`src/verilog/wb_pkg.sv`:
```
/* Wishbone bus widths and the request and response bundles shared by
   every manager and target */
`default_nettype none

package wb_pkg;

    localparam int WB_AW = 32;
    localparam int WB_DW = 32;

    // Manager to target
    typedef struct packed {
        logic             cyc;
        logic             stb;
        logic             we;
        logic [3:0]       sel;          // Byte lanes
        logic [WB_AW-1:0] adr;
        logic [WB_DW-1:0] dat;
    } wb_req_t;

    // Target to manager
    typedef struct packed {
        logic             ack;
        logic [WB_DW-1:0] dat;
    } wb_rsp_t;

endpackage

`default_nettype wire

```
`src/verilog/wb_arbiter.sv`:
```
/* Round-robin arbiter for the host and copy-engine managers, grant held
   for a whole bus cycle */
`timescale 1ns/1ps
`default_nettype none

module wb_arbiter (
    input  logic            wb_clk_i,
    input  logic            reset_i,
    input  wb_pkg::wb_req_t host_req_i,
    input  wb_pkg::wb_req_t cpu_req_i,
    output wb_pkg::wb_rsp_t host_rsp_o,
    output wb_pkg::wb_rsp_t cpu_rsp_o,
    output wb_pkg::wb_req_t bus_req_o,
    input  wb_pkg::wb_rsp_t bus_rsp_i
);

    logic [1:0] grant_q;        // One-hot {cpu, host}, zero when idle
    logic       last_cpu_q;     // Manager served most recently
    logic       pick_cpu;
    logic       owner_done;

    // Tie goes to whoever was not served last
    assign pick_cpu = cpu_req_i.cyc && (!host_req_i.cyc || !last_cpu_q);

    assign owner_done = (grant_q[0] && !host_req_i.cyc) ||
                        (grant_q[1] && !cpu_req_i.cyc);

    always_ff @(posedge wb_clk_i) begin
        if (reset_i) begin
            grant_q    <= 2'b00;
            last_cpu_q <= 1'b0;
        end else if (grant_q != 2'b00) begin
            if (owner_done) begin
                grant_q <= 2'b00;   // Release after cyc drops
            end
        end else if (host_req_i.cyc || cpu_req_i.cyc) begin
            grant_q    <= pick_cpu ? 2'b10 : 2'b01;
            last_cpu_q <= pick_cpu;
        end
    end

    // Only the owner reaches the bus and sees its response
    always_comb begin
        bus_req_o  = '0;
        host_rsp_o = '0;
        cpu_rsp_o  = '0;
        if (grant_q[0]) begin
            bus_req_o  = host_req_i;
            host_rsp_o = bus_rsp_i;
        end else if (grant_q[1]) begin
            bus_req_o = cpu_req_i;
            cpu_rsp_o = bus_rsp_i;
        end
    end

endmodule

`default_nettype wire

```
`config.mk`:
```
export PLATFORM = sky130hd
export DESIGN_NAME = wb_arbiter
export DESIGN_NICKNAME = d
export VERILOG_FILES = /design/src/verilog/wb_pkg.sv /design/src/verilog/wb_arbiter.sv
export SDC_FILE = /design/constraint.sdc
export NUM_CORES = 1
export LEC_CHECK = 0
export BUFFER_PORTS_ARGS = -buffer_cell sky130_fd_sc_hd__buf_2
export CORE_AREA = 2 2 124 126
export CTS_CLUSTER_SIZE = 24
export DETAILED_ROUTE_END_ITERATION = 7
export DIE_AREA = 0 0 126 128
export PLACE_DENSITY_LB_ADDON = 0.25
export SLEW_MARGIN = 20
export SYNTH_ARGS = -nofsm -noshare
export SYNTH_HDL_FRONTEND = slang
export SYNTH_SLANG_ARGS = --single-unit
```
`constraint.sdc`:
```
create_clock -name wb_clk_i -period 1.15 [get_ports wb_clk_i]
set_input_delay 0.1725 -clock wb_clk_i [delete_from_list [all_inputs] [get_ports wb_clk_i]]
set_output_delay 0.1725 -clock wb_clk_i [all_outputs]
set_load 0.02 [all_outputs]
```
==> impl_metrics.yaml <==
run_status:
  result_of_the_run: "finished with violations"
  violated_checks: "negative setup slack"
floorplan:
  core_area_um2: 14900
  core.rowCount: 45
  ioPinCount: 314
  dieArea_um2: 16100
  die_h_um: 128
  die_width_um: 126
  initial_cell_density_of_the_core_pct: 8.91
synth:
  syn-instance-count: 174
  ys_ff_latch: 3
  synth-compound-area-share_pct: 49.0
  yosys.area_share.xor_xnor_pct: 0
  synth_nets: 351
  synth_simple_gate_area_share_pct: 35.1
  syn-mean-instance-area_um2: 7.61
  syn_area_um2: 1320
  multiplexer_share_of_the_synthesized_area_pct: 0
  synth_sequential_area_ratio_pct: 4.54
  largest_family_of_logic_cells_by_synthesized_area: "compound AO/OA/AOI/OAI gates"
  synth-warning-count: 0
  synth-adder-area-share_pct: 0
  distinct_cell_type_count_after_synthesis: 16
detailed_routing:
  route.detailed.drc: 0
  detailroute.wirelength.met2_mm: 5.32
  number_of_optimization_iterations_in_the_first_detailed_route_pass: 4
  routed_wire_length_per_instance_um: 14.4
  dr_total_vias: 2703
  route.top_layer_used: "met4"
  postRouteWirelength_mm: 9.79
  met3_wirelength_um: 687
  drt.antenna.violating_nets: 0
  drt-vias-per-instance: 3.97
  wl_met1_mm: 3.70
  drt_first_iter_violations: 44
critical_path:
  crit_buf_inv: 3
  timing.critical_path.from_type: "register"
  rr_worst_depth: 5
  reg_to_reg_slack_setup_ps: -170
  slowest_stage: "dfxtp_2"
  cp.arrival_ps: 1350
  worst_setup_path_startpoint: "grant_q[1]"
  crit_end: "bus_req_o[10]"
  cp.required_ps: 980
  worstPathCellList: "nor2b_4 -> buf_6 -> clkbuf_16 -> a22o_4 -> buf_4"
  timing.setup.critical_path_class: "register to output port"
  crit_cells: 5
  cp_max_fo: 10
  critical_path.reg2reg.endpoint: "last_cpu_q"
  critical-path-max-stage-delay_ps: 310
  crit-reg2reg-launch: "grant_q[0]"
  crit_family: "buffers and inverters"
  critical_path.endpoint_type: "output port"
clock_network:
  cts_inserted_buffers: 3
  tritoncts_clock_tree: "built"
  tritoncts_num_sinks: 3
  count_of_hold_fix_buffers_inserted_at_cts: 0
  clock_latency_ps: 230
  cts.path.max_buffers: 2
  clk_root_buffer_cell: "clkbuf_16"
  htree_levels: 1
  path_clk_slew_ps: 30
power_and_ir_drop:
  power-per-cell-area_nw_per_um2: 613
  vdd_drop_max_v: 0.000431
  power.leakage_nw: 2.31
sta:
  fin_crit_ps: 1530
  worst_slack_ps: -375
  slew_violations: 0
  max_freq_mhz: 656
  hold_slack_final_ps: 152
  setup_violations: 138
  final_period_util_pct: 133
  maxSlewHeadroom_pct: 87.1
  rsz_0062_raised_after_global_routing: "yes"
  worstMarginPinSlew_ps: 193
  finalClockSkew_ps: 2.03
  final-hold-violation-count: 0
placement:
  placed_wire_length_estimate_after_detailed_placement_mm: 6.51
  buffer_ports.inserted: 313
  placedCellCount: 663
  place_congestion: 0.782
cells_and_area:
  mostFrequentLayoutCells: "buf_2, buf_6, a22o_1"
  n_antenna_cell: 0
  final_util_pct: 28.7
  final-instance-count-excl-fill: 681
  final.fill_count: 1577
  drive_above_1_share_pct: 76.5
  mostFrequentLayoutCell: "buf_2"
  layout-area-overhead-vs-synth_pct: 222
  finish.net_count: 671
global_route:
  grt_antenna_before_repair: 0
  grt_first_pass_wirelength_mm: 12.3
  grt_overflow: 0
  first_global_vias: 2548
  grtUsageTotal_pct: 9.41
  grt_start_max_net_pins: 33
run:
  max_cap_violations: 0
min_path:
  hp-class: "input port to register"
[repair_timing]
item	in CTS	in global routing
setup endpoints to repair	138	138
gates resized for setup	90	158
cloned	4	4
setup buffers	6	0
pin swaps	1	5
[where the power goes]
| group | internal (W) | leakage [nW] | switching (W) | total [W] |
|---|---|---|---|---|
| clock network | 0.000458 | 0.0382 | 0.000102 | 0.000560 |
| logic | 0.00104 | 2.25 | 0.000892 | 0.00193 |
| registers | 0.000112 | 0.0258 | 0.00000734 | 0.000120 |
[cell families (layout without fill, tap and decap cells)]
family	after synthesis	count (layout)
AOI/OAI and AO/OA	75	75
and+or+nand+nor	73	73
buffers and inverters	23	342
DFF	3	3
[sequential cells by signal (all words and copies together) (netlist names)]
name,cells
grant_q,2
last_cpu_q,1
[cells in the mapped netlist (all sizes together)]
cell type   n  share of area, %
and2       66                31
or3b        1              0.66
a21oi       2              0.76
nor2b       2               1.5
a22oi       1              0.57
nor2        2              0.57
clkbuf     13               4.0
dfxtp       3               4.5
buf        10               7.5
a2bb2oi     1              0.66
nor3b       2               1.1
a22o       71                47
[how the worst min path moves through the flow]
stage,from,to,slack (ps),cells past startpoint
finish,reset_i,last_cpu_q,150,2
global route,reset_i,last_cpu_q,160,2
CTS,reset_i,grant_q[0],150,2
detailed placement,reset_i,grant_q[0],380,2
global placement,reset_i,last_cpu_q,370,2
floorplan,reset_i,last_cpu_q,240,1
[cell type report]
type	count	area, µm²	area share, %
clock buffers	4	78.8	1.85
well taps	188	235	5.52
repair buffers	338	2640	62.0
flip-flops and latches	3	65.1	1.53
multi-input cells	148	1240	29.1
[per-stage QoR]
stage	total power [W]	setup WS, ps	instance area, µm²	TNS [ps]
final	0.00261	-375	4260	-41820
after CTS	0.00234	-390	3700	-42790
after global placement	0.00154	-182	3200	-12340
after floorplan	0.000918	-87.4	1410	-4750
after detailed placement	0.00155	-208	3200	-15320
after global routing	0.00274	-420	4260	-49150
[routing by layer]
metal	up-vias	GRT usage, %
met3	6	1.17
met4	0	2.13
met5	-	0
li1	1296	-
met2	163	19.0
met1	1238	10.3
(Power assumes the default switching activity.)
