[src/verilog/wb_pkg.sv]
/* Wishbone bus widths and the request and response bundles shared by
   every manager and target */
`default_nettype none

package wb_pkg;

    localparam int WB_AW = 32;
    localparam int WB_DW = 32;

    // Manager to target
    typedef struct packed {
        logic             cyc;
        logic             stb;
        logic             we;
        logic [3:0]       sel;          // Byte lanes
        logic [WB_AW-1:0] adr;
        logic [WB_DW-1:0] dat;
    } wb_req_t;

    // Target to manager
    typedef struct packed {
        logic             ack;
        logic [WB_DW-1:0] dat;
    } wb_rsp_t;

endpackage

`default_nettype wire

[src/verilog/soc_map_pkg.sv]
/* Address map of the user area, copy-engine register offsets and states,
   and the pad/LA source-select codes */
`default_nettype none

package soc_map_pkg;

    // Target regions from adr[13:12]
    typedef enum logic [1:0] {
        REG_SRAM = 2'd0,
        REG_GPIO = 2'd1,
        REG_LA   = 2'd2,
        REG_TEAM = 2'd3
    } region_e;

    localparam logic [17:0] MAP_BASE_HI = 18'h0_C000;  // adr[31:14] of 0x3000_0000

    // Copy-engine word offsets inside REG_TEAM
    localparam logic [1:0] COPY_SRC  = 2'd0;
    localparam logic [1:0] COPY_DST  = 2'd1;
    localparam logic [1:0] COPY_LEN  = 2'd2;
    localparam logic [1:0] COPY_CTRL = 2'd3;

    typedef enum logic [1:0] {
        CP_IDLE  = 2'd0,
        CP_READ  = 2'd1,
        CP_WRITE = 2'd2
    } copy_state_e;

    localparam logic [31:0] SRC_NONE  = 32'd0;  // Default pad/LA values
    localparam logic [31:0] SRC_TEAM5 = 32'd1;

endpackage

`default_nettype wire

[src/verilog/la_control.sv]
/* LA source select: a Wishbone register picks which source drives
   the 128 logic-analyzer outputs */
`timescale 1ns/1ps
`default_nettype none

module la_control #(
    parameter int NUM_SOURCES = 2
) (
    input  logic                       wb_clk_i,
    input  logic                       reset_i,
    input  wb_pkg::wb_req_t            req_i,
    output wb_pkg::wb_rsp_t            rsp_o,
    input  logic [128*NUM_SOURCES-1:0] src_la_i,
    output logic [127:0]               la_data_o
);
    import soc_map_pkg::*;

    logic [31:0] sel_q;
    logic [31:0] src_idx;
    logic        ack_q;
    logic        reg_hit;
    logic        wr_en;

    assign reg_hit = (req_i.adr[11:2] == '0);
    assign wr_en   = req_i.cyc & req_i.stb & req_i.we & ~ack_q & reg_hit;

    always_ff @(posedge wb_clk_i) begin
        if (reset_i) begin
            ack_q <= 1'b0;
            sel_q <= SRC_NONE;
        end else begin
            ack_q <= req_i.cyc & req_i.stb & ~ack_q;
            if (wr_en) sel_q <= req_i.dat;
        end
    end

    assign rsp_o.ack = ack_q;
    assign rsp_o.dat = reg_hit ? sel_q : '0;

    assign src_idx   = (sel_q < NUM_SOURCES) ? sel_q : SRC_NONE;  // Fallback
    assign la_data_o = src_la_i[src_idx*128 +: 128];

endmodule

`default_nettype wire

[config.mk]
export PLATFORM = sky130hd
export DESIGN_NAME = la_control
export DESIGN_NICKNAME = d
export VERILOG_FILES = /design/src/verilog/wb_pkg.sv /design/src/verilog/soc_map_pkg.sv /design/src/verilog/la_control.sv
export SDC_FILE = /design/constraint.sdc
export NUM_CORES = 1
export LEC_CHECK = 0
export ABC_AREA = 1
export BUFFER_PORTS_ARGS = -buffer_cell sky130_fd_sc_hd__buf_2
export CAP_MARGIN = 30
export CORE_AREA = 5 5 186 188
export CTS_CLUSTER_SIZE = 24
export DETAILED_ROUTE_END_ITERATION = 16
export DIE_AREA = 0 0 191 193
export PLACE_DENSITY = 0.47
export SLEW_MARGIN = 40
export SYNTH_ARGS = -nofsm -noshare
export SYNTH_HDL_FRONTEND = slang
export SYNTH_SLANG_ARGS = --single-unit
[constraint.sdc]
create_clock -name wb_clk_i -period 1.8 [get_ports wb_clk_i]
set_input_delay 0.18 -clock wb_clk_i [delete_from_list [all_inputs] [get_ports wb_clk_i]]
set_output_delay 0.18 -clock wb_clk_i [all_outputs]
set_load 0.02 [all_outputs]
==> results.md <==
- Run status: complete, but fails checks
- Violated checks: setup timing
- Fin util: 0.269
- Internal: between 1.5 and 2 mW
- # port buffers: 463
- Worst path slowest cell: dfxtp_1
- Commonest non-fill, non-tap cell in the layout: inv_1
- Fin crit period: roughly 2.1 ns
- Clock skew: about 0.0027 ns
- Vias post-DR: 7,397
- Fmax: 471 MHz
- Cells on worst reg2reg path: 5
- Final worst slack: -0.323 ns
- Layout area overhead: 81.7%
- Via/cell ratio: approximately 3.7
- Placed Area: 7750 sq um
- Nets: 1,874
- WL final: ~27 mm
- Worst Path Buf+Inv: 5
- Die Span Y: 193 um
- GPL Wtd Cong: 0.832
- CP Capture Point: la_data_o[31]
- Worst path depth: 12
- Die width: roughly 190 um
- Initial antenna violation count: 5
- Worst setup EP type: primary output
- Worst-path clk slew: 0.05 ns
- CP max stage delay: 0.31 ns
- Routed WL per cell: 13.7 um
- Synth Warn #: 0
- Post-route setup TNS: -34.27 ns
- Synth top area cells: inv_1 32%, nand2_1 26%, dfxtp_1 14%, nand3_1 13%, nor2_1 9.4%
- Final period util: 1.18
- Hold Buf Count CTS: 0
- Power per cell area: just over 300 nW/um^2
- Non-filler cells, final: 1,997
- Clk_lat worst skew: 0.28 ns
- CP arrival: a little under 2 ns
- Hold violation total from the final report: 0
- CTS tree: yes
- Die area: 36,900 sq um
- Fin Hold WS: 0.0769 ns
- Clk pwr share: 0.300
- Placed Cells: 1,967
- Sequential Power Share: 0.270
- Worst Setup Slack post-DPL: -0.187 ns
- Total CTS buffers: 5
- Delay-heaviest family, CP: simple AND/OR/NAND/NOR gates
- CP Data Required Time: 1.62 ns
- Slew Limit Fails: 0
- DRT iter0 DRCs: 318
- Total GRT Usage: 0.126
- Vias in the first global route: 6,906
- Most frequent cells in the layout: 401 x inv_1, 382 x buf_2, 309 x nand2_1, 118 x nand3_1, 116 x nor2_1
- Critical setup path kind: reg -> out
- Post-synthesis area per instance: 4.48 sq um
- Clock tree sinks: 33
- CTS root buf: clkbuf_16
- # rows: 67
- Post-Syn Nets: 1,419
- Seq cells post-synth: 33
- Clk buf depth: 2
- Post-Synthesis Cell Area: 4890 sq um
- FF-to-FF setup slack: roughly 0.48 ns
- Pwr Total: 2.71 mW
- Logic pwr share: 0.430
- Largest net degree at the start of global routing: 70
- CP startpoint: sel_q[2]
- Final Instance Area: 8880 sq um
- Post-DP HPWL: slightly above 20 mm
- Least-Margin Pin Slew: 0.395 ns
- Top fanout value on the critical path: 9
- Share of layout cells above drive strength 1: 0.368
- Sequential area share after synthesis: 0.135
- Crit-path cells: nor2_1, nand2_1, nor2_1, nand2_2, nor2_4, buf_6, buf_12, buf_12, nand3_1, nand2_1, inv_1, buf_2
- Worst hold path class: in -> reg
- Rel. slew slack: 0.737
- CTS HTree Levels: 2
- Crit Reg-Reg Endpoint: sel_q[15]
- Yosys top cell area share: 0.319
- Fill cells: 3,884
- Initial core utilization: 0.148
- Yosys cell types: 11
- Leak pwr: 6.41 nW
- RSZ-0062 raised after global routing: yes
- Drt drc: 0
- Antenna Nets Post-Route: 0
- Peak VDD IR: 0.491 mV
- GR Overflow Total: 0
- Max Cap Viol: 0
- Worst R2R Start: ack_q
- Total core area: approximately 33,000 sq um
- Yosys top cell by area: inv_1
- First-pass GRT wire length: 37.3 mm
- Crit path launch type: register
- Net Sw Power: about 910 uW
- Io pins: 490
- Switching Fraction: 0.336
- Syn Inst Count: 1,090
- DR pass1 iterations: 5
- Setup-failing EPs final: between 100 and 150
[per-layer routing]
layer,global-route usage,vias to the layer above,wire [um]
li1,-,3854,-
met5,0,-,23
met4,0.0249,4,298
met3,0.0259,28,2180
met2,0.228,310,13700
met1,0.155,3201,11100
[synthesized netlist by cell type]
cell and number:
buf_4 13, nor2_1 122, buf_2 18, dfxtp_1 33
inv_1 415, clkbuf_1 23, nand2_1 332, nand3b_1 2
nand3_1 129, nor2_2 1, buf_6 2
[timing repair]
| action | 4_1_cts | 5_1_grt |
|---|---|---|
| buffers inserted | 4 | 3 |
| resized for setup | 105 | 113 |
| cloned | 6 | 8 |
| setup endpoints to repair | 128 | 128 |
| pin swaps | 12 | 34 |
[logic make-up (layout without fill, tap and decap cells)]
group                  Yosys count  count (layout)  share of synthesized area
AND/OR/NAND/NOR                586             587                      0.485
buffers and inverters          471             926                      0.380
flip-flops                      33              33                      0.135
other                            0               3                          0
[worst min path at each step]
| stage | startpoint | to | slack [ns] | cells past startpoint |
|---|---|---|---|---|
| 2_1_floorplan | reset_i | ack_q | 0.25 | 1 |
| 3_3_place_gp | reset_i | ack_q | 0.36 | 2 |
| 3_5_place_dp | reset_i | ack_q | 0.37 | 2 |
| 4_1_cts | reset_i | ack_q | 0.07 | 2 |
| 5_1_grt | reset_i | ack_q | 0.08 | 2 |
| 6_report | reset_i | ack_q | 0.08 | 2 |
[flip-flops by register name (all words and copies together), names as in the netlist]
name   flops
sel_q     32
ack_q      1
[layout make-up]
cell class,count,area [sq um],share of cell area
Antenna cell,3,7.51,0.000846
Timing Repair Buffer,503,3400,0.383
Inverter,415,1560,0.175
Tap cell,448,561,0.0631
Sequential cell,33,669,0.0754
Multi-Input combinational cell,587,2550,0.287
Clock buffer,8,136,0.0154
[power by group through the flow]
stage / Combinational [mW] / Clock (mW) / Sequential (mW)
2_1_floorplan: 0.496 / 0 / 0.748
3_3_place_gp: 1.04 / 0 / 0.746
3_5_place_dp: 1.05 / 0 / 0.746
4_1_cts: 1.13 / 0.834 / 0.731
5_1_grt: 1.29 / 0.856 / 0.731
6_report: 1.17 / 0.813 / 0.731
[worst register-to-register path, cell delays in order, from the launching register on]
cell and delay [ns]:
dfxtp_1 0.30, nand3b_1 0.18, nand3b_1 0.22, buf_12 0.23, nor2_1 0.21, nor2_1 0.07
Note: power is estimated with default switching activity, not from simulation.
