<file path="src/verilog/wb_pkg.sv">
/* Wishbone bus widths and the request and response bundles shared by
   every manager and target */
`default_nettype none

package wb_pkg;

    localparam int WB_AW = 32;
    localparam int WB_DW = 32;

    // Manager to target
    typedef struct packed {
        logic             cyc;
        logic             stb;
        logic             we;
        logic [3:0]       sel;          // Byte lanes
        logic [WB_AW-1:0] adr;
        logic [WB_DW-1:0] dat;
    } wb_req_t;

    // Target to manager
    typedef struct packed {
        logic             ack;
        logic [WB_DW-1:0] dat;
    } wb_rsp_t;

endpackage

`default_nettype wire

</file>
<file path="src/verilog/soc_map_pkg.sv">
/* Address map of the user area, copy-engine register offsets and states,
   and the pad/LA source-select codes */
`default_nettype none

package soc_map_pkg;

    // Target regions from adr[13:12]
    typedef enum logic [1:0] {
        REG_SRAM = 2'd0,
        REG_GPIO = 2'd1,
        REG_LA   = 2'd2,
        REG_TEAM = 2'd3
    } region_e;

    localparam logic [17:0] MAP_BASE_HI = 18'h0_C000;  // adr[31:14] of 0x3000_0000

    // Copy-engine word offsets inside REG_TEAM
    localparam logic [1:0] COPY_SRC  = 2'd0;
    localparam logic [1:0] COPY_DST  = 2'd1;
    localparam logic [1:0] COPY_LEN  = 2'd2;
    localparam logic [1:0] COPY_CTRL = 2'd3;

    typedef enum logic [1:0] {
        CP_IDLE  = 2'd0,
        CP_READ  = 2'd1,
        CP_WRITE = 2'd2
    } copy_state_e;

    localparam logic [31:0] SRC_NONE  = 32'd0;  // Default pad/LA values
    localparam logic [31:0] SRC_TEAM5 = 32'd1;

endpackage

`default_nettype wire

</file>
<file path="src/verilog/gpio_control.sv">
/* Pad source select: a Wishbone register picks which source drives
   the pad outputs and output enables */
`timescale 1ns/1ps
`default_nettype none

module gpio_control #(
    parameter int NUM_SOURCES = 2
) (
    input  logic                      wb_clk_i,
    input  logic                      reset_i,
    input  wb_pkg::wb_req_t           req_i,
    output wb_pkg::wb_rsp_t           rsp_o,
    input  logic [38*NUM_SOURCES-1:0] src_out_i,
    input  logic [38*NUM_SOURCES-1:0] src_oeb_i,
    output logic [37:0]               gpio_out_o,
    output logic [37:0]               gpio_oeb_o
);
    import soc_map_pkg::*;

    logic [31:0] sel_q;
    logic [31:0] src_idx;
    logic        ack_q;
    logic        reg_hit;
    logic        wr_en;

    assign reg_hit = (req_i.adr[11:2] == '0);  // Single register at offset 0
    assign wr_en   = req_i.cyc & req_i.stb & req_i.we & ~ack_q & reg_hit;

    always_ff @(posedge wb_clk_i) begin
        if (reset_i) begin
            ack_q <= 1'b0;
            sel_q <= SRC_NONE;
        end else begin
            ack_q <= req_i.cyc & req_i.stb & ~ack_q;
            if (wr_en) begin
                sel_q <= req_i.dat;
            end
        end
    end

    assign rsp_o.ack = ack_q;
    assign rsp_o.dat = reg_hit ? sel_q : '0;

    // Out of range select falls back to the default source
    assign src_idx = (sel_q < NUM_SOURCES) ? sel_q : SRC_NONE;

    assign gpio_out_o = src_out_i[src_idx*38 +: 38];
    assign gpio_oeb_o = src_oeb_i[src_idx*38 +: 38];

endmodule

`default_nettype wire

</file>
<file path="config.mk">
export PLATFORM = sky130hd
export DESIGN_NAME = gpio_control
export DESIGN_NICKNAME = d
export VERILOG_FILES = /design/src/verilog/wb_pkg.sv /design/src/verilog/soc_map_pkg.sv /design/src/verilog/gpio_control.sv
export SDC_FILE = /design/constraint.sdc
export NUM_CORES = 1
export LEC_CHECK = 0
export BUFFER_PORTS_ARGS = -buffer_cell sky130_fd_sc_hd__buf_2
export CAP_MARGIN = 20
export CORE_ASPECT_RATIO = 1.2
export CORE_UTILIZATION = 34
export CTS_CLUSTER_SIZE = 8
export DETAILED_ROUTE_END_ITERATION = 10
export GPL_TIMING_DRIVEN = 0
export MAX_ROUTING_LAYER = met4
export PLACE_DENSITY = 0.62
export SLEW_MARGIN = 20
export SYNTH_ARGS = -nofsm -noshare
export SYNTH_HDL_FRONTEND = slang
export SYNTH_SLANG_ARGS = --single-unit
</file>
<file path="constraint.sdc">
create_clock -name wb_clk_i -period 10.1 [get_ports wb_clk_i]
set_input_delay 2.02 -clock wb_clk_i [delete_from_list [all_inputs] [get_ports wb_clk_i]]
set_output_delay 2.02 -clock wb_clk_i [all_outputs]
set_load 0.03 [all_outputs]
</file>
==> results.md <==
* Run status: finished, violations left
* Failing checks: slew limit
* Clock buffer depth at 2
* Worst Path Arrival at 8.08 ns
* Max-Slew Margin vs Limit at -20.38%
* Critical R2R Launch: ack_q$_SDFF_PP0_
* IO Count at 334
* Total Power at 1668 uW
* CTS Buf Count at 5
* Worst EP required at 8.08 ns
* CTS tree: built
* Crit path launch type: flip-flop
* Routed vias/inst at 7.599
* Max stage delay on crit path at 1.11 ns
* Commonest cells in the netlist: 232 x nand2_1, 127 x mux4_2, 118 x mux2i_1
* CTS root buf: clkbuf_16
* Number of global-route vias before repair at 14930
* Critical-path maximum fanout at 11
* Reg-to-reg critical path endpoint: sel_q[21]$_SDFFE_PP0P_
* Async SR Flop Fraction at 0%
* Reg clk slew, reported paths at 0.06 ns
* Post-synthesis cell type count at 87
* Pin count of the biggest net entering global routing at 12
* Final slew viol count at 16
* Crit path kind: reg -> out
* Post-CTS Setup Inserts at 0
* First-pass GRT wire length at 118700 um
* Synth Register Bits at 33
* Post_cts resized at 0
* RD Place Congestion at 1.125
* WL final at 87030 um
* Area Overhead vs Synth at 20.43%
* Min-delay src: ack_q$_SDFF_PP0_
* Drt first-iter violations at 2422
* Worst hold path endpoint: ack_q$_SDFF_PP0_
* Total congestion overflow at 0
* H-tree depth at 2
* Residual DRC at 0
* Die W at 168.0 um
* R2R Setup Slk at 8.46 ns
* Starting Density at 34.75%
* Max-Cap Viols at 0
* Clock Skew at 0.004408 ns
* Synth Area per Inst at 8.552 um^2
* Synth area leader: mux4_2
* Post-synthesis sequential area ratio at 5.879%
* Hold Crit Depth at 1
* Worst skew pair latency at 0.29 ns
* Nets@finish at 1879
* Worst path cell trace: nor4_1, and4_1, buf_6, nand2_8, inv_12, buf_12, buf_12, buf_12, buf_12, buf_2, ha_1, ha_1, ha_1, xor2_1, clkbuf_1, nand2_1, nor2_1, clkbuf_1, nand2_1, nand3b_1, buf_2
* Final ANT Viol Nets at 0
* Ys flop type: dfxtp_1
* Mapped cell area at 11240 um^2
* Final hold vios at 0
* CTS hold repair buffers at 0
* Met2 Use GR at 74.27%
* Row cnt at 72
* CP dominant cell by count: buf_12
* Min Tclk post-route at 10.10 ns
* Dpl ws at 1.052 ns
* Vias post-DR at 15590
* Most frequent cell after synthesis: nand2_1
* Initial DRT Pass Iterations at 6
* Sink Count at 33
* HP Class: reg -> reg
* Worst reg-to-reg path cell count at 6
* Buffers on Ports at 306
* Fmax at 0.09902 GHz
* Mapped Cells at 1314
* Cell Pwr Density at 123.3 nW/um^2
* WL per Instance at 42.43 um
* Top post-synthesis cells by area: mux4_2 25%, mux2i_1 11%, nand2_1 7.7%
* Worst Tran Pin Value at 1.791 ns
* Leakage at 0.005413 uW
* Met1 Use GR at 59.59%
* RSZ-0062 raised after global routing: false
* GRT met3 Usage at 20.00%
* Post-Route Setup TNS at 0 ns
* Initial antenna violation count at 4
* CP max stage cell: nor2_1
* GR Util All Layers at 52.23%
* Die ar. at 33780 um^2
* Final HPWL DP at 67680 um
* Fin worst setup slack at 0.001437 ns
* Post-synth EDFFs at 0
* Setup violators final at 0
* Die H at 201.2 um
* Layout cells sized above 1 at 32.07%
* Synth top area share at 25.45%
* Utilization after layout at 41.84%
* Worst Setup End Kind: primary output
* Grt peak-use layer: met2
* Fin crit share at 99.99%
* Core area at 32340 um^2
* VDD IR-drop max at 0.0002049 V
* Synth warn at 0
per-stage QoR:
stage                     instances  hold slack, ns  area, um^2
after global routing           2051          0.4827       13530
after detailed placement       2039          0.4438       13330
after CTS                      2047          0.4610       13520
final                          2051          0.4653       13530
after floorplan                1325          0.4226       11280
after global placement         2038          0.4335       13320
cell type report:
class / count / area, um^2
Fill cell: 3360 / 18810
Timing Repair Buffer: 307 / 1536
Antenna cell: 4 / 10.01
Multi-Input combinational cell: 1146 / 9723
Sequential cell: 33 / 660.6
Buffer: 131 / 834.6
Clock inverter: 3 / 65.06
Inverter: 15 / 68.82
Clock buffer: 5 / 125.1
Tap cell: 407 / 509.2
kinds of logic (layout without fill, tap and decap cells):
logic type	after synthesis	in the layout	synth area share, %
DFF	33	33	5.879
xor gates and xnor gates	3	3	0.2339
muxes	282	282	43.30
and+or+nand+nor	459	459	18.73
adders and majority gates	15	15	1.871
other	2	17	0.06683
AOI/OAI and AO/OA	374	374	21.88
buffers and inverters	146	461	8.039
metal layers:
metal	vias to the layer above	share of wire [%]
met5	-	0
met2	1719	41
li1	5868	-
met1	7442	34
met4	0	9.4
met3	556	15
worst max-delay path by stage:
stage,from,to,cells past startpoint
floorplan,sel_q[0]$_SDFFE_PP0P_,gpio_out_o[1],18
global route,sel_q[10]$_SDFFE_PP0P_,gpio_out_o[6],21
detailed placement,sel_q[6]$_SDFFE_PP0P_,gpio_out_o[6],21
CTS,sel_q[10]$_SDFFE_PP0P_,gpio_out_o[6],21
finish,sel_q[10]$_SDFFE_PP0P_,gpio_out_o[6],21
global placement,sel_q[6]$_SDFFE_PP0P_,gpio_out_o[6],21
critical path: cells and delay by family (launching register included):
kind,cells,cell delay [ns]
buffers and inverters,10,3.05
DFF,1,0.44
and+or+nand+nor,7,2.92
adders and majority gates,3,1.00
xor gates and xnor gates,1,0.33
registers in the layout, summed over array words and instances, names as in the netlist:
name / cells
ack_q: 1
sel_q: 32
cells in the final DEF (no fill, tap or decap), types with 26 or more instances in the layout:
cell	count
clkbuf_1	70
buf_2	317
o21ai_0	61
nand2_1	232
mux2i_1	118
a21oi_1	105
o22ai_1	37
and2_1	35
nor2_1	68
nand3_1	50
mux4_2	127
dfxtp_1	33
mux4_1	26
power breakdown:
group          internal, uW  switching, uW
sequential              130          0.145
clock                   141           61.0
combinational           354            981
total                   626           1040
Note: power is estimated with default switching activity, not from simulation.
