## src/verilog/wb_pkg.sv

```systemverilog
/* Wishbone bus widths and the request and response bundles shared by
   every manager and target */
`default_nettype none

package wb_pkg;

    localparam int WB_AW = 32;
    localparam int WB_DW = 32;

    // Manager to target
    typedef struct packed {
        logic             cyc;
        logic             stb;
        logic             we;
        logic [3:0]       sel;          // Byte lanes
        logic [WB_AW-1:0] adr;
        logic [WB_DW-1:0] dat;
    } wb_req_t;

    // Target to manager
    typedef struct packed {
        logic             ack;
        logic [WB_DW-1:0] dat;
    } wb_rsp_t;

endpackage

`default_nettype wire

```

## src/verilog/soc_map_pkg.sv

```systemverilog
/* Address map of the user area, copy-engine register offsets and states,
   and the pad/LA source-select codes */
`default_nettype none

package soc_map_pkg;

    // Target regions from adr[13:12]
    typedef enum logic [1:0] {
        REG_SRAM = 2'd0,
        REG_GPIO = 2'd1,
        REG_LA   = 2'd2,
        REG_TEAM = 2'd3
    } region_e;

    localparam logic [17:0] MAP_BASE_HI = 18'h0_C000;  // adr[31:14] of 0x3000_0000

    // Copy-engine word offsets inside REG_TEAM
    localparam logic [1:0] COPY_SRC  = 2'd0;
    localparam logic [1:0] COPY_DST  = 2'd1;
    localparam logic [1:0] COPY_LEN  = 2'd2;
    localparam logic [1:0] COPY_CTRL = 2'd3;

    typedef enum logic [1:0] {
        CP_IDLE  = 2'd0,
        CP_READ  = 2'd1,
        CP_WRITE = 2'd2
    } copy_state_e;

    localparam logic [31:0] SRC_NONE  = 32'd0;  // Default pad/LA values
    localparam logic [31:0] SRC_TEAM5 = 32'd1;

endpackage

`default_nettype wire

```

## src/verilog/wb_decoder.sv

```systemverilog
/* Region decoder: routes the bus request to one target, muxes its
   response, and answers unmapped accesses with zero */
`timescale 1ns/1ps
`default_nettype none

module wb_decoder (
    input  logic            wb_clk_i,
    input  logic            reset_i,
    input  wb_pkg::wb_req_t bus_req_i,
    output wb_pkg::wb_rsp_t bus_rsp_o,
    output wb_pkg::wb_req_t sram_req_o,
    output wb_pkg::wb_req_t gpio_req_o,
    output wb_pkg::wb_req_t la_req_o,
    output wb_pkg::wb_req_t team_req_o,
    input  wb_pkg::wb_rsp_t sram_rsp_i,
    input  wb_pkg::wb_rsp_t gpio_rsp_i,
    input  wb_pkg::wb_rsp_t la_rsp_i,
    input  wb_pkg::wb_rsp_t team_rsp_i
);
    import wb_pkg::*;
    import soc_map_pkg::*;

    region_e region;
    logic    mapped;
    logic    unm_ack_q;

    // Copy of the request with cyc/stb kept only for the hit target
    function automatic wb_req_t route(input wb_req_t r, input logic hit);
        wb_req_t t;
        t     = r;
        t.cyc = r.cyc & hit;
        t.stb = r.stb & hit;
        return t;
    endfunction

    assign region = region_e'(bus_req_i.adr[13:12]);
    assign mapped = (bus_req_i.adr[31:14] == MAP_BASE_HI);

    assign sram_req_o = route(bus_req_i, mapped && (region == REG_SRAM));
    assign gpio_req_o = route(bus_req_i, mapped && (region == REG_GPIO));
    assign la_req_o   = route(bus_req_i, mapped && (region == REG_LA));
    assign team_req_o = route(bus_req_i, mapped && (region == REG_TEAM));

    always_comb begin
        bus_rsp_o = '0;
        if (!mapped) begin
            bus_rsp_o.ack = unm_ack_q;  // Data stays zero
        end else begin
            case (region)
                REG_SRAM: bus_rsp_o = sram_rsp_i;
                REG_GPIO: bus_rsp_o = gpio_rsp_i;
                REG_LA:   bus_rsp_o = la_rsp_i;
                REG_TEAM: bus_rsp_o = team_rsp_i;
            endcase
        end
    end

    // Keeps the bus moving when nothing answers
    always_ff @(posedge wb_clk_i) begin
        if (reset_i) begin
            unm_ack_q <= 1'b0;
        end else begin
            unm_ack_q <= bus_req_i.cyc & bus_req_i.stb & ~mapped & ~unm_ack_q;
        end
    end

endmodule

`default_nettype wire

```

## config.mk

```make
export PLATFORM = sky130hd
export DESIGN_NAME = wb_decoder
export DESIGN_NICKNAME = d
export VERILOG_FILES = /design/src/verilog/wb_pkg.sv /design/src/verilog/soc_map_pkg.sv /design/src/verilog/wb_decoder.sv
export SDC_FILE = /design/constraint.sdc
export NUM_CORES = 1
export LEC_CHECK = 0
export BUFFER_PORTS_ARGS = -buffer_cell sky130_fd_sc_hd__buf_2
export CORE_AREA = 2 2 204 206
export CTS_BUF_LIST = sky130_fd_sc_hd__clkbuf_4
export CTS_CLUSTER_SIZE = 16
export DETAILED_ROUTE_END_ITERATION = 12
export DIE_AREA = 0 0 206 208
export PLACE_DENSITY_LB_ADDON = 0.05
export SLEW_MARGIN = 20
export SYNTH_ARGS = -nofsm -noshare
export SYNTH_HDL_FRONTEND = slang
export SYNTH_SLANG_ARGS = --single-unit
```

## constraint.sdc

```tcl
create_clock -name wb_clk_i -period 4.2 [get_ports wb_clk_i]
set_input_delay 0.84 -clock wb_clk_i [delete_from_list [all_inputs] [get_ports wb_clk_i]]
set_output_delay 0.84 -clock wb_clk_i [all_outputs]
set_load 0.02 [all_outputs]
```

==> summary.txt <==
Yosys
  • Gate count after technology mapping: 376
  • Share of synthesized area occupied by flip-flops and latches: less than 1%
  • Number of distinct library cells after synthesis: 18
  • Nets in the synthesized netlist: between 500 and 600
  • Synth warnings: 0
  • Post-synthesis register bit count: 1
  • Count of flip-flops with a built-in enable after synthesis: 0
  • Flip-flop cell with the highest count after synthesis: sky130_fd_sc_hd__dfxtp_1
  • Post-synthesis instance area: 0.00328 mm²
  • Per-instance average area after synthesis: between 8 and 9 µm²
  • Fraction of registers with async set or reset after synthesis: 0%

Drt
  • DRT Pass-1 Iters: 4
  • Drt drc: 0
  • Post-detailed-routing wire length: roughly 12000 µm
  • Average wire length per cell after detail routing: between 10 and 15 µm
  • ANT nets after route: 0
  • DR vias/cell: ~2.5
  • Routed vias: 2236
  • Number of DRC violations after detailed-routing iteration 0: 30

Timing
  • Final period demand of the worst path: 3.38 ns
  • Aggregate negative setup slack: 0 ns
  • Worst-Margin Slew: about 0.57 ns
  • Worst max-slew margin expressed relative to the limit: 61.7%
  • Final hold vios: 0
  • Portion of the clock cycle consumed by the worst path in the final layout: between 80% and 90%
  • Worst Clk Skew: 0 ns
  • Number of pins with negative max-slew slack in the final report: 0
  • Maximum clock rate: ~0.30 GHz
  • RSZ-0062 raised after global routing: no
  • Final-report setup violation count: 0

Critical path
  • Destination of the worst register-to-register timing path: unm_ack_q
  • Critical-path maximum fanout: 42
  • Required time reported for the critical path endpoint: 3.36 ns
  • Worst reg2reg path startpoint: unm_ack_q
  • Data arrival time at the worst-slack endpoint: about 2.5 ns
  • Register-to-Register Setup Slack: ~3.5 ns
  • Worst-case reg-to-reg path depth: 1
  • Category of the critical setup timing path: in2out
  • Kind of end point of the critical path: output port
  • Setup crit start kind: input port

Clock network
  • Number of instances resized during post-cts repair: 0
  • Cts-stage hold buffer count: 0
  • Clk Latency, worst-skew pair: 0 ns
  • Clock transition at path regs: 0 ns
  • Postcts setup bufs: 0

Finish
  • Sequential cell area: about 20 µm²
  • Register with the most flip-flops: unm_ack_q
  • Layout Cells excl Fill: 905
  • Commonest cells after routing, fill and taps aside: sky130_fd_sc_hd__buf_2 (276), sky130_fd_sc_hd__mux4_2 (33), sky130_fd_sc_hd__nor2b_1 (32)
  • Post-route cell area: around 0.0033 mm²
  • Flip-flop count of the largest register after layout: 1
  • Share of post-route cells with drive strength above 1: 88.1%
  • Area added between synthesis and finish: -0.114%
  • Number of fill cells in the layout: 4828
  • Leading cell type in the layout, fill and taps excluded: sky130_fd_sc_hd__buf_2
  • Multi-input combinational cell area: 0.00112 mm²
  • Largest registers: unm_ack_q x1
  • Final nets: around 580

Placed design
  • Area after detailed placement: around 0.0033 mm²
  • Port buffer count: 276
  • Global placer's final weighted congestion: 0.713
  • Post-DP HPWL: roughly 10000 µm
  • Number of placed instances, taps included: approximately 900

Power and ir drop
  • Clock group share of total power: 0%
  • Peak supply drop: approximately 0.036 mV
  • Portion of total power attributed to combinational logic: between 90% and 100%
  • Power per cell area: about 86 mW/mm²
  • Net switching power: ~130 µW
  • Total internal power: 150 µW
  • Proportion of total power due to net switching: 46.5%
  • Sequential share of power: between 3 and 4%
  • Static leakage power: roughly 1.5 nW
  • Total Power: around 280 µW

Global routing
  • Wire length of the first global-routing pass: 16200 µm
  • Number of global-route vias before repair: roughly 2.4k
  • Largest net degree at the start of global routing: 43
  • Remaining global-route overflow: 0
  • Initial antenna violation count: 9
  • Tot GR Track Use: roughly 5%

Run
  • Number of max-cap violations: 0

Min path
  • Worst Hold Depth: 1
  • Min-Delay Endpoint: unm_ack_q
  • Type of the worst min-delay path: reg2reg
  • Source of the worst hold timing path: unm_ack_q

Floorplanning
  • Count of standard-cell rows: 74
  • Initial Utilization: between 8 and 9%
  • Die Span X: approximately 210 µm
  • Boundary Pins: approximately 520
  • Area of the placeable core: about 0.041 mm²
  • Die outline area: approximately 0.043 mm²
  • Die Height: roughly 210 µm

Run status
  • Outcome: finished, final reports clean
==> layer usage <==
layer  vias to the layer above  routed length [µm]  global-route usage [%]
met4                        10                 493                    1.90
met2                       258                5590                    8.86
met3                        53                2190                    3.71
met1                       961                3460                    4.24
li1                        954                   -                       -
met5                         -                  62                       0
==> how the worst max path moves through the flow <==
| stage | from | end | cells after the start |
|---|---|---|---|
| 2_1_floorplan | bus_req_i[49] | la_req_o[69] | 5 |
| 3_5_place_dp | bus_req_i[58] | bus_rsp_o[32] | 7 |
| 4_1_cts | bus_req_i[58] | bus_rsp_o[32] | 7 |
| 5_1_grt | bus_req_i[58] | bus_rsp_o[32] | 7 |
| 3_3_place_gp | bus_req_i[58] | bus_rsp_o[32] | 7 |
| 6_report | bus_req_i[49] | bus_rsp_o[32] | 7 |
==> synthesized netlist by cell type (2+ instances only) <==
master                       n  share of area [%]
sky130_fd_sc_hd__nor3_2      5                1.5
sky130_fd_sc_hd__mux4_2     33                 23
sky130_fd_sc_hd__nor2b_1    32                6.1
sky130_fd_sc_hd__buf_2       6               0.91
sky130_fd_sc_hd__inv_1       3               0.34
sky130_fd_sc_hd__buf_1       2               0.23
sky130_fd_sc_hd__nor4_1      2               0.38
sky130_fd_sc_hd__nand2_1     3               0.34
sky130_fd_sc_hd__buf_4     277                 63
sky130_fd_sc_hd__nor4_2      4                1.5
sky130_fd_sc_hd__clkbuf_1    2               0.23
==> power by group through the flow <==
stage | clock network (mW) | logic, mW | registers [mW]
6_report | 0.000000127 | 0.270 | 0.0105
5_1_grt | 0.0000000636 | 0.296 | 0.0105
4_1_cts | 0 | 0.278 | 0.0106
3_5_place_dp | 0 | 0.278 | 0.0106
3_3_place_gp | 0 | 0.283 | 0.0106
2_1_floorplan | 0 | 0.466 | 0.0102
==> metrics by stage <==
step / setup slack [ns] / utilization (%) / hold WS, ns
6_report: 0.819 / 8.09 / 0.483
5_1_grt: 0.600 / 8.08 / 0.505
4_1_cts: 0.630 / 8.06 / 0.500
3_5_place_dp: 0.639 / 8.06 / 0.500
3_3_place_gp: 0.722 / 8.06 / 0.510
2_1_floorplan: 1.15 / - / 0.391
==> worst max-delay path: stages <==
cell and delay, ns:
sky130_fd_sc_hd__buf_2 0.12, sky130_fd_sc_hd__or4_1 0.56, sky130_fd_sc_hd__nor3_2 0.17, sky130_fd_sc_hd__nand4_2 0.14, sky130_fd_sc_hd__buf_12 0.21, sky130_fd_sc_hd__mux2_2 0.30, sky130_fd_sc_hd__buf_2 0.16
==> cell families (layout without fill, tap and decap cells) <==
kind of cell,Yosys count,count (layout),synth area share [%]
buf+inv,291,284,65.4
other cells,0,4,0
mux,34,34,23.0
simple gates,50,50,11.0
flops,1,1,0.610
==> layout make-up <==
class                      count  area share, %
multi-input combinational     84           34.1
tap                          532           20.3
timing repair buffer         281           44.4
sequential                     1          0.610
antenna                        4          0.305
inverter                       3          0.343
Power figures use the tool's default switching activity.
